`config.mk`:
```
export PLATFORM = sky130hd
export DESIGN_NAME = uart_rx
export DESIGN_NICKNAME = d
export VERILOG_FILES = /design/src/hw/uart_rx_pkg.sv /design/src/hw/rx_sampler.sv /design/src/hw/rx_state.sv /design/src/hw/rx_frame_capture.sv /design/src/hw/uart_rx.sv
export VERILOG_INCLUDE_DIRS = /design/src /design/src/include
export SDC_FILE = /design/constraint.sdc
export NUM_CORES = 1
export LEC_CHECK = 0
export BUFFER_PORTS_ARGS = -buffer_cell sky130_fd_sc_hd__buf_4
export CAP_MARGIN = 0
export CORE_MARGIN = 8
export CORE_UTILIZATION = 45
export CTS_BUF_LIST = sky130_fd_sc_hd__clkbuf_16
export CTS_CLUSTER_DIAMETER = 100
export DETAILED_ROUTE_END_ITERATION = 10
export HOLD_SLACK_MARGIN = 0.15
export PLACE_DENSITY = 0.66
export SYNTH_ARGS = -nofsm -noshare
export SYNTH_HDL_FRONTEND = slang
export SYNTH_HIERARCHICAL = 1
export SYNTH_SLANG_ARGS = --single-unit
```
`constraint.sdc`:
```
create_clock -name clk -period 2.2 [get_ports clk]
set_input_delay 0.44 -clock clk [delete_from_list [all_inputs] [get_ports clk]]
set_output_delay 0.44 -clock clk [all_outputs]
set_load 0.02 [all_outputs]
```
`src/include/uart_rx_config.svh`:
```
`ifndef UART_RX_CONFIG_SVH
`define UART_RX_CONFIG_SVH

// fixed frame format, 8 data bits to match the rx FSM
`define UART_RX_DATA_BITS 8

// clocks per serial bit, keep it even so the half-bit point is exact
`define UART_RX_CLKS_PER_BIT 16

`endif

```
`src/hw/uart_rx_pkg.sv`:
```
`include "uart_rx_config.svh"

package uart_rx_pkg;

    typedef logic [`UART_RX_DATA_BITS-1:0] rx_data_t;                  // one received byte
    typedef logic [$clog2(`UART_RX_CLKS_PER_BIT + 1)-1:0] bit_count_t; // bit-period counter

    // receive FSM, states in line order
    typedef enum logic [3:0] {
        RX_IDLE       = 4'd0,
        RX_START_BIT  = 4'd1,
        RX_DATA_BIT_0 = 4'd2,
        RX_DATA_BIT_1 = 4'd3,
        RX_DATA_BIT_2 = 4'd4,
        RX_DATA_BIT_3 = 4'd5,
        RX_DATA_BIT_4 = 4'd6,
        RX_DATA_BIT_5 = 4'd7,
        RX_DATA_BIT_6 = 4'd8,
        RX_DATA_BIT_7 = 4'd9,
        RX_PARITY_BIT = 4'd10,
        RX_STOP_BIT   = 4'd11
    } rx_state_t;

    typedef struct packed {
        rx_data_t data;
        logic     parity_error; // even parity mismatch
        logic     frame_error;  // stop bit sampled low
    } rx_frame_t;

endpackage

```
`src/hw/rx_sampler.sv`:
```
`timescale 1ns/100ps
`include "uart_rx_config.svh"

module rx_sampler (
    input  logic clk,
    input  logic reset,
    input  logic rx,
    input  logic line_idle,
    output logic start_detected,
    output logic sampling_strobe,
    output logic sampled_bit
);

    localparam uart_rx_pkg::bit_count_t HALF_BIT =
        uart_rx_pkg::bit_count_t'(`UART_RX_CLKS_PER_BIT / 2 - 1);
    localparam uart_rx_pkg::bit_count_t FULL_BIT =
        uart_rx_pkg::bit_count_t'(`UART_RX_CLKS_PER_BIT - 1);

    logic [1:0]              rx_sync;    // two-flop synchronizer
    logic                    line_prev;  // synchronized line, one cycle back
    logic                    armed_fall; // falling edge seen while idle
    uart_rx_pkg::bit_count_t bit_count;

    assign start_detected = ~rx_sync[1];
    assign armed_fall     = line_prev & ~rx_sync[1] & line_idle;

    // a strobe on the restart cycle would see the new start bit too early
    assign sampling_strobe = (bit_count == '0) & ~armed_fall;

    always_ff @(posedge clk) begin
        if (reset) begin
            rx_sync   <= 2'b11; // line idles high
            line_prev <= 1'b1;
            bit_count <= FULL_BIT;
        end else begin
            rx_sync   <= {rx_sync[0], rx};
            line_prev <= rx_sync[1];
            if (armed_fall) begin
                bit_count <= HALF_BIT; // first strobe lands mid start bit
            end else if (bit_count == '0) begin
                bit_count <= FULL_BIT;
            end else begin
                bit_count <= bit_count - 1'b1;
            end
        end
    end

    // held until the next strobe
    always_ff @(posedge clk) begin
        if (sampling_strobe) begin
            sampled_bit <= rx_sync[1];
        end
    end

endmodule

```
`src/hw/rx_state.sv`:
```
`timescale 1ns/100ps

module rx_state (
    input  logic clk,
    input  logic reset,
    input  logic start_detected,
    input  logic sampling_strobe,
    output logic line_idle,
    output logic data_is_available,
    output logic is_parity_stage,
    output logic data_is_valid
);

    uart_rx_pkg::rx_state_t state;

    assign line_idle = (state == uart_rx_pkg::RX_IDLE); // arms the edge detector

    // stage flags trail the state by one cycle
    always_ff @(posedge clk) begin
        if (reset) begin
            data_is_available <= 1'b0;
            is_parity_stage   <= 1'b0;
            data_is_valid     <= 1'b0;
        end else begin
            data_is_available <= (state >= uart_rx_pkg::RX_DATA_BIT_0) &&
                                 (state <= uart_rx_pkg::RX_DATA_BIT_7);
            is_parity_stage   <= (state == uart_rx_pkg::RX_PARITY_BIT);
            data_is_valid     <= (state == uart_rx_pkg::RX_STOP_BIT); // frame complete
        end
    end

    always_ff @(posedge clk) begin
        if (reset) begin
            state <= uart_rx_pkg::RX_IDLE;
        end else if (sampling_strobe) begin
            case (state)
                uart_rx_pkg::RX_IDLE: begin
                    // still low at mid start bit, so not a glitch
                    if (start_detected) begin
                        state <= uart_rx_pkg::RX_START_BIT;
                    end
                end
                uart_rx_pkg::RX_START_BIT: begin
                    state <= uart_rx_pkg::RX_DATA_BIT_0;
                end
                uart_rx_pkg::RX_DATA_BIT_0,
                uart_rx_pkg::RX_DATA_BIT_1,
                uart_rx_pkg::RX_DATA_BIT_2,
                uart_rx_pkg::RX_DATA_BIT_3,
                uart_rx_pkg::RX_DATA_BIT_4,
                uart_rx_pkg::RX_DATA_BIT_5,
                uart_rx_pkg::RX_DATA_BIT_6: begin
                    state <= uart_rx_pkg::rx_state_t'(state + 4'd1); // next data bit
                end
                uart_rx_pkg::RX_DATA_BIT_7: begin
                    state <= uart_rx_pkg::RX_PARITY_BIT;
                end
                uart_rx_pkg::RX_PARITY_BIT: begin
                    state <= uart_rx_pkg::RX_STOP_BIT;
                end
                uart_rx_pkg::RX_STOP_BIT: begin
                    state <= uart_rx_pkg::RX_IDLE;
                end
                default: begin
                    state <= uart_rx_pkg::RX_IDLE; // unused encodings
                end
            endcase
        end
    end

endmodule

```
`src/hw/rx_frame_capture.sv`:
```
`timescale 1ns/100ps
`include "uart_rx_config.svh"

module rx_frame_capture (
    input  logic                   clk,
    input  logic                   reset,
    input  logic                   sampling_strobe,
    input  logic                   sampled_bit,
    input  logic                   data_is_available,
    input  logic                   is_parity_stage,
    input  logic                   data_is_valid,
    output logic                   rx_valid,
    output uart_rx_pkg::rx_frame_t rx_frame
);

    logic [1:0]            strobe_dly; // strobe pipeline
    logic                  take_bit;
    logic                  valid_prev;
    logic                  frame_done;
    logic                  parity_acc; // xor of data bits so far
    logic                  parity_bad;
    uart_rx_pkg::rx_data_t shift_reg;

    // the flags settle one cycle after the state, which moves on the strobe,
    // so the sample is taken once the flag for that bit is up
    assign take_bit   = strobe_dly[1];
    assign frame_done = data_is_valid & ~valid_prev; // stop stage entered

    always_ff @(posedge clk) begin
        if (reset) begin
            strobe_dly <= 2'b00;
            valid_prev <= 1'b0;
            parity_acc <= 1'b0;
            parity_bad <= 1'b0;
            rx_valid   <= 1'b0;
            rx_frame   <= '0;
        end else begin
            strobe_dly <= {strobe_dly[0], sampling_strobe};
            valid_prev <= data_is_valid;
            rx_valid   <= frame_done;

            // idle and start stages clear the running parity
            if (!data_is_available && !is_parity_stage && !data_is_valid) begin
                parity_acc <= 1'b0;
            end else if (take_bit && data_is_available) begin
                parity_acc <= parity_acc ^ sampled_bit;
            end

            if (take_bit && is_parity_stage) begin
                parity_bad <= sampled_bit ^ parity_acc; // even parity
            end

            if (frame_done) begin
                rx_frame.data         <= shift_reg;
                rx_frame.parity_error <= parity_bad;
                rx_frame.frame_error  <= ~sampled_bit; // stop bit must be high
            end
        end
    end

    // lsb arrives first, so shift in from the top
    always_ff @(posedge clk) begin
        if (take_bit && data_is_available) begin
            shift_reg <= {sampled_bit, shift_reg[`UART_RX_DATA_BITS-1:1]};
        end
    end

endmodule

```
`src/hw/uart_rx.sv`:
```
`timescale 1ns/100ps

module uart_rx (
    input  logic                   clk,
    input  logic                   reset,
    input  logic                   rx,       // async serial in, idles high
    output logic                   rx_valid,
    output uart_rx_pkg::rx_frame_t rx_frame
);

    logic start_detected;
    logic sampling_strobe;
    logic sampled_bit;
    logic line_idle;
    logic data_is_available;
    logic is_parity_stage;
    logic data_is_valid;

    rx_sampler i_rx_sampler (
        .clk             (clk),
        .reset           (reset),
        .rx              (rx),
        .line_idle       (line_idle),
        .start_detected  (start_detected),
        .sampling_strobe (sampling_strobe),
        .sampled_bit     (sampled_bit)
    );

    rx_state i_rx_state (
        .clk               (clk),
        .reset             (reset),
        .start_detected    (start_detected),
        .sampling_strobe   (sampling_strobe),
        .line_idle         (line_idle),
        .data_is_available (data_is_available),
        .is_parity_stage   (is_parity_stage),
        .data_is_valid     (data_is_valid)
    );

    rx_frame_capture i_rx_frame_capture (
        .clk               (clk),
        .reset             (reset),
        .sampling_strobe   (sampling_strobe),
        .sampled_bit       (sampled_bit),
        .data_is_available (data_is_available),
        .is_parity_stage   (is_parity_stage),
        .data_is_valid     (data_is_valid),
        .rx_valid          (rx_valid),
        .rx_frame          (rx_frame)
    );

endmodule

```
Yosys cells after proc, flatten, opt, wreduce, memory -nomap -nowiden
Cells that the tools add are included.

word-level totals
  register bits = 40
  bits in latches = 0
  RAM bits = 0
  bits in read-only memories = 0
  input port bits = 3
  output and inout port bits = 11
  logic and storage cells = 61
  memories kept = 0

cells by class
  add/sub/neg operators = 2
  multiply operators = 0
  divide/modulo/power cells = 0
  magnitude comparators = 2
  eq/ne operators = 12
  shift-type cells = 0
  mux-type cells = 4
  bitwise logic cells = 9
  reduce and logical (&&, ||, !) cells = 14

operator list
  operator                                                                              count
  4-bit one-hot mux with 5 select lines                                                 1
  4-bit by 3-bit == test with 1-bit output (second input constant)                      4
  4-bit == test (second input constant)                                                 4
  4-bit two-way mux                                                                     3
  4-bit by 2-bit == test with 1-bit output (second input constant)                      2
  7-bit OR reduction                                                                    1
  1-bit logical AND                                                                     5
  5-bit logical NOT                                                                     1
  5-bit by 1-bit subtractor with 5-bit output (second input constant)                   1
  4-bit by 1-bit adder with 4-bit output (second input constant)                        1
  1-bit AND                                                                             4
  4-bit by 1-bit == test with 1-bit output (second input constant)                      1
  4-bit by 2-bit greater-or-equal comparator with 1-bit output (second input constant)  1
  4-bit <= comparator (second input constant)                                           1
  4-bit logical NOT                                                                     1
  1-bit NOT                                                                             4
  1-bit logical NOT                                                                     3
  3-bit OR reduction                                                                    1
  2-bit != test (second input constant)                                                 1
  2-bit AND reduction                                                                   1
  2-bit OR reduction                                                                    1
  1-bit XOR                                                                             1

Depth between registers and ports, before layout
Gate-level depths: netlist of the first run.

  word-level depth = 6
  mapped depth = 8
  depth with buffers taken out = 8

Hierarchy
The synthesis of the first run kept the hierarchy.

by module, submodules not included
  module            instances  cells each  area each (um2)  seq. area each (um2)
  rx_frame_capture  1          70          817.0            560.5
  rx_state          1          50          483.0            140.1
  rx_sampler        1          35          381.6            190.2

Worst setup path after synthesis of the first run
No wires, ideal clock.

  path type = reg-to-reg
  start point = register i_rx_state.state[0]
  end point = register i_rx_state.state[1]
  library setup time = 88 ps
  data arrival time = 1,670 ps
  required time = 2,112 ps
  path slack = 442 ps
  cell stages (with the launch flop) = 8
  buffers on the path = 0
  clock period less this slack = 1,758 ps
  cell sequence = dfxtp_1 inv_1 ha_1 nor3b_2 and3b_1 and2b_2 and2_4 a311oi_2

on the way
  cells in the longest elaborated chain, start to end = 5
  elaborated cells on any way between the ends = 19
  classes of those cells = 1 x add/sub; 11 x eq/ne; 1 x mux; 3 x bitwise; 3 x reduce/logical

ends and longest elaborated chain
  what                           RTL line          RTL
  start, declared                rx_state.sv:14    uart_rx_pkg::rx_state_t state;
  start signal, assigned         rx_state.sv:34    state <= uart_rx_pkg::RX_IDLE;
  start signal, assigned         rx_state.sv:40    state <= uart_rx_pkg::RX_START_BIT;
  start signal, assigned         rx_state.sv:44    state <= uart_rx_pkg::RX_DATA_BIT_0;
  4-bit logical NOT              rx_state.sv:16    assign line_idle = (state == uart_rx_pkg::RX_IDLE);
  net line_idle                  uart_rx.sv:14     logic line_idle;
  1-bit AND                      rx_sampler.sv:25  assign armed_fall = line_prev & ~rx_sync[1] & line_idle;
  1-bit NOT                      rx_sampler.sv:28  assign sampling_strobe = (bit_count == '0) & ~armed_fall;
  1-bit AND                      rx_sampler.sv:28
  net sampling_strobe            uart_rx.sv:12     logic sampling_strobe;
  2-bit AND reduction (no line)  --

The timed path passes the listed nets, and every way through them passes these cells.
A chain may end at the register's enable or synchronous reset.

Worst setup path after layout of the first run
  start point = register i_rx_state.state[0]
  end point = register i_rx_state.state[2]

The elaborated chain is that of the path after synthesis.

==> results of run 1 <==
==> metrics by stage <==
| step | worst slack (ns) | util | total power (µW) | instance area [µm²] |
|---|---|---|---|---|
| 6_report | 0.207 | 0.541 | 1580 | 1970 |
| 5_1_grt | 0.0462 | 0.541 | 1650 | 1970 |
| 4_1_cts | 0.230 | 0.541 | 1610 | 1970 |
| 3_5_place_dp | 0.249 | 0.496 | 811 | 1800 |
| 3_3_place_gp | 0.349 | 0.496 | 809 | 1800 |
| 2_1_floorplan | 0.442 | - | 798 | 1680 |
==> path summary, 6_finish.rpt <==
path	from	to	slack (ns)	depth (start not counted)
hold reg to reg	i_rx_sampler/bit_count[0]	i_rx_sampler/bit_count[0]	0.40	1
hold / removal	rx	i_rx_sampler/rx_sync[0]	0.34	2
setup reg to reg	i_rx_state/state[0]	i_rx_state/state[2]	0.21	7
setup / recovery	i_rx_state/state[0]	i_rx_state/state[2]	0.21	7
==> where the power goes <==
group	switching [µW]	internal (µW)
clock	263	528
combinational	18.5	14.2
sequential	6.46	756
total	287	1300
==> cells by family after synthesis <==
group	after synthesis	share of synthesized area
compound gates	33	0.135
xor+xnor	3	0.0156
fa+ha+maj	7	0.0521
buf+inv	12	0.0372
flops	40	0.530
mux	1	0.00595
simple gates	59	0.224
==> cell usage in the layout, fill, tap and decap left out, types with 2 or more instances in the layout <==
master,n
a211oi_1,3
nor3b_1,2
nor4b_1,2
or2_2,4
buf_4,13
ha_1,7
edfxtp_1,9
nor2b_1,5
a311oi_1,2
nor4_1,2
and2_1,2
nand2_1,21
nor2_1,3
a21oi_1,14
xnor2_1,2
clkbuf_16,5
dfxtp_1,31
or2_1,2
and2b_2,2
nor3b_2,2
o221ai_1,2
o21ai_0,2
inv_1,7
==> layout make-up <==
| class | count | area share |
|---|---|---|
| sequential | 40 | 0.453 |
| multi-input combinational | 103 | 0.370 |
| clock buffer | 5 | 0.0636 |
| timing repair buffer | 13 | 0.0496 |
| tap | 48 | 0.0305 |
| clock inverter | 3 | 0.0197 |
| inverter | 7 | 0.0134 |
==> per-layer routing <==
layer	vias up	share of wire	GRT usage
met3	3	0.056	0.0490
met2	21	0.49	0.172
met1	514	0.44	0.110
met5	-	0	0
li1	578	-	-
met4	0	0.015	0.0434
==> worst reg2reg max path, delay by kind of cell, from the launching register on <==
family	cells	cell delay (ns)
DFF	1	0.41
AOI/OAI and AO/OA	1	0.08
adders and majority gates	1	0.30
and+or+nand+nor	4	0.96
buffers and inverters	1	0.12
==> flow_metrics.py, run 1 <==
metrics = {
    "outcome": {
        "outcome": "complete, no violations",
    },
    "worst_setup_path": {
        "path_class": "flop to flop",
        "path_cells": "inv_1 -> ha_1 -> nor3b_2 -> and3b_1 -> and2b_2 -> nor3b_1 -> o2bb2ai_1",
        "worstPathRequired_ns": 2.36,
        "worstSetupStartpointType": "flop",
        "cpPeakStageDelay_ns": 0.41,
        "arrival_ns": 2.16,
        "critPathTopFamily": "simple AND/OR/NAND/NOR gates",
        "cp_num_buf_inv": 1,
        "critPathMaxFanout": 8,
        "cp-end-kind": "flop",
        "slowest_stage": "dfxtp_1",
    },
    "sta": {
        "slew_violations": 0,
        "relSlewSlack": 0.694,
        "worstMarginPinSlew_ns": 0.459,
        "max_freq_ghz": 0.502,
        "rsz0062_at_grt": "no",
        "hold_ws_ns": 0.345,
        "finalHoldViolCount": 0,
        "period_share": 0.906,
        "finalClockSkew_ns": 0.00393,
        "min_period_ns": 1.99,
        "fin_tns_setup_ns": 0,
        "setup_viol": 0,
    },
    "place": {
        "dp_cells": 211,
        "dpl.hpwl_um": 2000,
        "gp_congestion": 0.894,
        "portBuffers": 13,
    },
    "power_and_ir_drop": {
        "p_per_area_nw_per_um2": 806,
        "leakagePower_uw": 0.000739,
        "ir_drop_v": 0.000495,
    },
    "clock_tree": {
        "htreeDepth": 2,
        "cts-root-buf": "clkbuf_16",
        "cts_tree": "built",
        "cts_made_buffers": 5,
        "clock_path_buffers": 2,
        "clk_latency_ns": 0.28,
        "post-cts-setup-buffers": 0,
        "clock-sinks": 40,
        "ctsResizeCount": 0,
        "postCtsHoldBufs": 0,
        "path_clk_slew_ns": 0.05,
    },
    "cells_and_area": {
        "stdcell_count": 219,
        "final_nets": 180,
        "multi_input_area_um2": 728,
        "antennaDiodeCount": 0,
        "largest_register_ffs": 10,
        "fillCellCount": 342,
        "syn_to_final_growth_pct": 17.0,
        "seqCellArea_um2": 891,
        "drive_above_1_share": 0.211,
    },
    "global_route": {
        "antenna_found_initial": 0,
        "grt_max_degree": 30,
        "grt_pass1_vias": 1113,
        "grt.overflow.total": 0,
        "track_usage": 0.103,
        "grt_pass1_wl_um": 5060,
    },
    "logic_synthesis": {
        "synthTopCellsByArea": "dfxtp_1 37%, edfxtp_1 16%, ha_1 5.2%",
        "ys_seq_area_frac": 0.530,
        "synth-seq-cells": 40,
        "ys_types": 49,
        "avgSynthCellArea_um2": 10.8,
        "syn-instance-count": 155,
        "async_reset_ff_frac": 0,
        "synth-warning-count": 6,
        "syn_area_um2": 1680,
        "synth.most_common_cell": "dfxtp_1",
        "yosys.area.top_type_share": 0.369,
        "synth.net_count": 165,
        "synth_edf_count": 9,
        "ys.flop_type": "dfxtp_1",
        "synthTopCellsByCount": "31 x dfxtp_1, 21 x nand2_1, 14 x a21oi_1, 9 x edfxtp_1, 7 x ha_1",
        "synth_top_area_cell": "dfxtp_1",
    },
    "floorplan": {
        "start_util": 0.463,
        "die_area_um2": 5950,
        "die_h_um": 77.1,
        "rows": 22,
        "die_w_um": 77.1,
        "ios": 14,
        "core_area_um2": 3630,
    },
    "drt": {
        "routed_via_density": 5.10,
        "routedWlPerCell_um": 13.2,
        "dr.first_iter.drc_count": 35,
        "wl_um": 2890,
        "ant_nets": 0,
        "dr.pass1.iters": 4,
        "drc_errors": 0,
        "num_vias": 1116,
    },
    "hold_path": {
        "hp-class": "primary input to flop",
    },
    "flow_run": {
        "cap_viol_max_count": 0,
    },
}
No activity file was read; power rests on OpenSTA's default activity.
==> inputs of run 2 (changes only) <==
--- a/config.mk
+++ b/config.mk
@@ -14,7 +14,6 @@
 export CTS_CLUSTER_DIAMETER = 100
 export DETAILED_ROUTE_END_ITERATION = 10
 export HOLD_SLACK_MARGIN = 0.15
-export PLACE_DENSITY = 0.66
 export SYNTH_ARGS = -nofsm -noshare
 export SYNTH_HDL_FRONTEND = slang
 export SYNTH_HIERARCHICAL = 1
==> flow_metrics.py, run 2 (same netlist as run 1, synthesis figures left out) <==
metrics = {
    "outcome": {
        "outcome": "complete, no violations",
    },
    "power_and_ir_drop": {
        "clockPowerShare": 0.457,
        "p_comb_frac": 0.023,
        "p_per_area_nw_per_um2": 755,
        "power_uw": 1470,
        "ir_drop_v": 0.000458,
        "p_sw_uw": 285,
        "p_int_uw": 1180,
        "leakagePower_uw": 0.000725,
        "seq_power_share": 0.520,
        "swShare": 0.194,
    },
    "sta": {
        "finalClockSkew_ns": 0.00381,
        "rsz0062_at_grt": "no",
        "fin_tns_setup_ns": 0,
        "max_freq_ghz": 0.519,
        "finalHoldViolCount": 0,
        "relSlewSlack": 0.702,
        "min_period_ns": 1.93,
        "slew_violations": 0,
        "setup_viol": 0,
        "worstMarginPinSlew_ns": 0.446,
        "period_share": 0.876,
    },
    "worst_setup_path": {
        "r2r_end": "i_rx_state/state[1]",
        "critPathMaxFanout": 8,
        "worstPathRequired_ns": 2.40,
        "worstSetupStartpointType": "flop",
        "slowest_stage": "dfxtp_1",
        "cp-end-kind": "flop",
        "critPathTopFamily": "simple AND/OR/NAND/NOR gates",
        "arrival_ns": 2.12,
        "r2r_cells": 7,
        "cpPeakStageDelay_ns": 0.35,
        "path_cells": "inv_1 -> ha_1 -> nor3b_2 -> and3b_1 -> and2b_2 -> and2_4 -> a311oi_2",
        "cp_num_buf_inv": 1,
        "path_class": "flop to flop",
        "rrSetupSlack_ns": 0.27,
        "r2r_start": "i_rx_state/state[0]",
    },
    "floorplan": {
        "die_h_um": 77.1,
        "core_area_um2": 3630,
        "die_w_um": 77.1,
        "rows": 22,
        "start_util": 0.463,
        "die_area_um2": 5950,
        "ios": 14,
    },
    "cells_and_area": {
        "final_common_cell": "dfxtp_1",
        "fin_area_um2": 1940,
        "antennaDiodeCount": 0,
        "final_nets": 180,
        "most-common-layout-cells": "31 x dfxtp_1, 21 x nand2_1, 14 x a21oi_1, 13 x buf_4, 9 x edfxtp_1",
        "largest_register_ffs": 10,
        "fillCellCount": 322,
        "syn_to_final_growth_pct": 15.5,
        "stdcell_count": 219,
        "drive_above_1_share": 0.211,
    },
    "place": {
        "dpl.hpwl_um": 1920,
        "dpl-instance-area_um2": 1800,
        "dp_cells": 211,
        "gp_congestion": 0.910,
        "portBuffers": 13,
    },
    "drt": {
        "met3_length_um": 133,
        "maxUsedRoutingLayer": "met4",
        "num_vias": 1144,
        "routed_via_density": 5.22,
        "routedWlPerCell_um": 12.7,
        "dr.first_iter.drc_count": 48,
        "wl_um": 2790,
        "ant_nets": 0,
        "wl_met1_um": 1290,
        "wl_met2_um": 1290,
        "drc_errors": 0,
        "dr.pass1.iters": 4,
    },
    "clock_tree": {
        "cts_made_buffers": 5,
        "path_clk_slew_ns": 0.06,
        "clock_path_buffers": 2,
        "clock-sinks": 40,
        "post-cts-setup-buffers": 0,
        "htreeDepth": 2,
        "cts-root-buf": "clkbuf_16",
        "postCtsHoldBufs": 0,
        "cts_tree": "built",
        "ctsResizeCount": 0,
        "clk_latency_ns": 0.28,
    },
    "global_route": {
        "grt_pass1_vias": 1100,
        "track_usage": 0.0999,
        "grt_max_degree": 30,
        "grt_pass1_wl_um": 4790,
        "antenna_found_initial": 0,
        "grt.overflow.total": 0,
    },
    "hold_path": {
        "hp-class": "primary input to flop",
        "worst_hold_path.endpoint": "i_rx_sampler/rx_sync[0]",
        "worstHoldStart": "rx",
        "hold_depth": 2,
    },
    "flow_run": {
        "cap_viol_max_count": 0,
    },
}
## run 2: cell count changes in the layout (fill, tap and decap cells not counted)
| cell | change |
|---|---|
| clkinv_1 | +1 |
| bufinv_16 | -1 |
| clkinv_2 | +1 |
| inv_1 | -1 |
## run 2: worst max-delay path by stage
stage	from	to	slack, ns	depth (start not counted)
finish	i_rx_state/state[0]	i_rx_state/state[1]	0.27	7
global route	i_rx_state/state[0]	i_rx_state/state[3]	0.11	7
floorplan	i_rx_state/state[0]	i_rx_state/state[1]	0.44	7
CTS	i_rx_state/state[0]	i_rx_state/state[1]	0.27	7
global placement	i_rx_state/state[0]	i_rx_state/state[1]	0.34	7
detailed placement	i_rx_state/state[0]	i_rx_state/state[1]	0.28	7
## run 2: power by group through the flow
| stage | Combinational (µW) | Clock [µW] | Sequential [µW] |
|---|---|---|---|
| floorplan | 21.6 | 0 | 777 |
| global placement | 31.8 | 0 | 777 |
| detailed placement | 33.3 | 0 | 778 |
| CTS | 33.5 | 690 | 762 |
| global route | 37.5 | 720 | 763 |
| finish | 33.3 | 670 | 762 |
## run 2: cell type report
cell class / instances / area (µm²) / area share
clock buffer: 5 / 125 / 0.0644
clock inverter: 3 / 13.8 / 0.00709
inverter: 7 / 26.3 / 0.0135
multi-input combinational: 103 / 728 / 0.375
sequential: 40 / 891 / 0.459
tap: 48 / 60.1 / 0.0309
timing repair buffer: 13 / 97.6 / 0.0503
## run 2: per-layer routing
metal | GRT usage | up-vias
li1 | - | 574
met1 | 0.104 | 540
met2 | 0.159 | 23
met3 | 0.0373 | 7
met4 | 0.0774 | 0
met5 | 0 | -
## run 2: per-stage QoR
step | setup WS, ns | hold WS, ns | util
CTS | 0.275 | 0.336 | 0.534
detailed placement | 0.281 | 0.388 | 0.496
global placement | 0.345 | 0.381 | 0.496
finish | 0.273 | 0.343 | 0.534
global route | 0.113 | 0.342 | 0.534
floorplan | 0.442 | 0.371 | -
## run 2: worst register-to-register path, cell delays in order (launching register included)
cell,delay [ns]
dfxtp_1,0.35
inv_1,0.13
ha_1,0.28
nor3b_2,0.19
and3b_1,0.23
and2b_2,0.29
and2_4,0.17
a311oi_2,0.21
==> inputs of run 3 (changes only) <==
--- a/config.mk
+++ b/config.mk
@@ -8,7 +8,7 @@
 export LEC_CHECK = 0
 export BUFFER_PORTS_ARGS = -buffer_cell sky130_fd_sc_hd__buf_4
 export CAP_MARGIN = 0
-export CORE_MARGIN = 8
+export CORE_MARGIN = 5
 export CORE_UTILIZATION = 45
 export CTS_BUF_LIST = sky130_fd_sc_hd__clkbuf_16
 export CTS_CLUSTER_DIAMETER = 100
==> flow_metrics.py, run 3 (same netlist as run 1, synthesis figures left out) <==
metrics = {
    "clock_tree": {
        "path_clk_slew_ns": 0.06,
        "cts_made_buffers": 5,
        "cts-root-buf": "clkbuf_16",
        "cts_tree": "built",
        "clock_path_buffers": 2,
        "postCtsHoldBufs": 0,
        "clk_latency_ns": 0.27,
        "post-cts-setup-buffers": 0,
        "clock-sinks": 40,
        "htreeDepth": 2,
        "ctsResizeCount": 0,
    },
    "place": {
        "portBuffers": 13,
        "dpl.hpwl_um": 1900,
        "gp_congestion": 0.829,
    },
    "global_route": {
        "track_usage": 0.123,
        "grt_use_met3": 0.0483,
        "busiest_layer": "met2",
        "grtUsageMet2": 0.189,
        "grt.overflow.total": 0,
        "grt_max_degree": 30,
        "grt_pass1_vias": 1092,
        "antenna_found_initial": 0,
        "grt_pass1_wl_um": 4840,
        "grt_use_met1": 0.151,
    },
    "drt": {
        "wl_um": 2810,
        "drc_errors": 0,
        "num_vias": 1151,
        "routed_via_density": 5.26,
        "dr.first_iter.drc_count": 62,
        "routedWlPerCell_um": 12.8,
        "ant_nets": 0,
        "dr.pass1.iters": 4,
    },
    "sta": {
        "fin_tns_setup_ns": 0,
        "finalClockSkew_ns": 0.00378,
        "min_period_ns": 1.95,
        "worstMarginPinSlew_ns": 0.451,
        "relSlewSlack": 0.699,
        "rsz0062_at_grt": "no",
        "slew_violations": 0,
        "finalHoldViolCount": 0,
        "setup_viol": 0,
        "hold_ws_ns": 0.348,
        "max_freq_ghz": 0.514,
        "period_share": 0.885,
    },
    "cells_and_area": {
        "syn_to_final_growth_pct": 20.0,
        "multi_input_area_um2": 728,
        "seqCellArea_um2": 891,
        "most-common-layout-cells": "31 x dfxtp_1, 21 x nand2_1, 14 x a21oi_1, 13 x buf_4, 9 x edfxtp_1",
        "drive_above_1_share": 0.216,
        "final_common_cell": "dfxtp_1",
        "fillCellCount": 334,
        "largest_register_ffs": 10,
        "final_nets": 180,
        "postLayoutCoreUtil": 0.555,
        "antennaDiodeCount": 0,
    },
    "power_and_ir_drop": {
        "seq_power_share": 0.417,
        "p_comb_frac": 0.018,
        "p_sw_uw": 293,
        "p_int_uw": 1530,
        "leakagePower_uw": 0.000758,
        "clockPowerShare": 0.565,
        "power_uw": 1830,
        "p_per_area_nw_per_um2": 905,
        "ir_drop_v": 0.000754,
        "swShare": 0.160,
    },
    "worst_setup_path": {
        "slowest_stage": "dfxtp_1",
        "r2r_cells": 7,
        "arrival_ns": 2.14,
        "path_class": "flop to flop",
        "cpPeakStageDelay_ns": 0.35,
        "cp-end-kind": "flop",
        "worstPathRequired_ns": 2.39,
        "critPathMaxFanout": 8,
        "worstSetupStartpointType": "flop",
        "path_cells": "inv_1 -> ha_1 -> nor3b_2 -> and3b_1 -> and2b_2 -> and2_4 -> a311oi_2",
    },
    "floorplan": {
        "core_area_um2": 3630,
        "die_h_um": 71.1,
        "die_area_um2": 5060,
        "start_util": 0.463,
        "rows": 22,
        "die_w_um": 71.1,
        "ios": 14,
    },
    "flow_run": {
        "cap_viol_max_count": 0,
    },
    "outcome": {
        "outcome": "complete, no violations",
    },
    "hold_path": {
        "hp-class": "primary input to flop",
        "hold_depth": 2,
    },
}
[run 3: cell count changes in the layout (fill, tap and decap cells not counted)]
cell | previous run | this run
bufinv_16 | 0 | 3
clkinv_1 | 1 | 0
clkinv_2 | 2 | 0
[run 3: power by group through the flow]
| stage | logic (µW) | clock network (µW) | registers [µW] |
|---|---|---|---|
| final | 32.7 | 1030 | 762 |
| after global routing | 37.0 | 1090 | 763 |
| after CTS | 33.2 | 1050 | 762 |
| after detailed placement | 32.8 | 0 | 778 |
| after global placement | 31.7 | 0 | 778 |
| after floorplan | 21.6 | 0 | 777 |
[run 3: path summary, 6_finish.rpt]
check | startpoint | end | slack [ns]
max | i_rx_state/state[1] | i_rx_state/state[1] | 0.25
min | rx | i_rx_sampler/rx_sync[0] | 0.35
max reg2reg | i_rx_state/state[1] | i_rx_state/state[1] | 0.25
min reg2reg | i_rx_sampler/bit_count[0] | i_rx_sampler/bit_count[0] | 0.40
[run 3: per-layer routing]
metal | share of wire | up-vias
met1 | 0.46 | 552
met2 | 0.48 | 21
met3 | 0.055 | 2
li1 | - | 576
met5 | 0 | -
met4 | 0.0082 | 0
[run 3: area by class of cell]
class	count	share of cell area
Inverter	7	0.0130
Timing Repair Buffer	13	0.0484
Clock inverter	3	0.0446
Tap cell	48	0.0298
Multi-Input combinational cell	103	0.361
Sequential cell	40	0.441
Clock buffer	5	0.0620
[run 3: critical path: cells and delay by family (launching register included)]
family | cells | cell delay, ns
buffers and inverters | 1 | 0.13
adder cells (fa/ha/maj) | 1 | 0.29
flip-flops | 1 | 0.35
AND/OR/NAND/NOR | 4 | 0.89
AO/OA/AOI/OAI | 1 | 0.21
[run 3: stage by stage]
step | setup slack (ns) | std cells | cell area, µm²
floorplan | 0.442 | 155 | 1680
global placement | 0.343 | 211 | 1800
detailed placement | 0.272 | 211 | 1800
CTS | 0.244 | 219 | 2020
global route | 0.0805 | 219 | 2020
finish | 0.253 | 219 | 2020
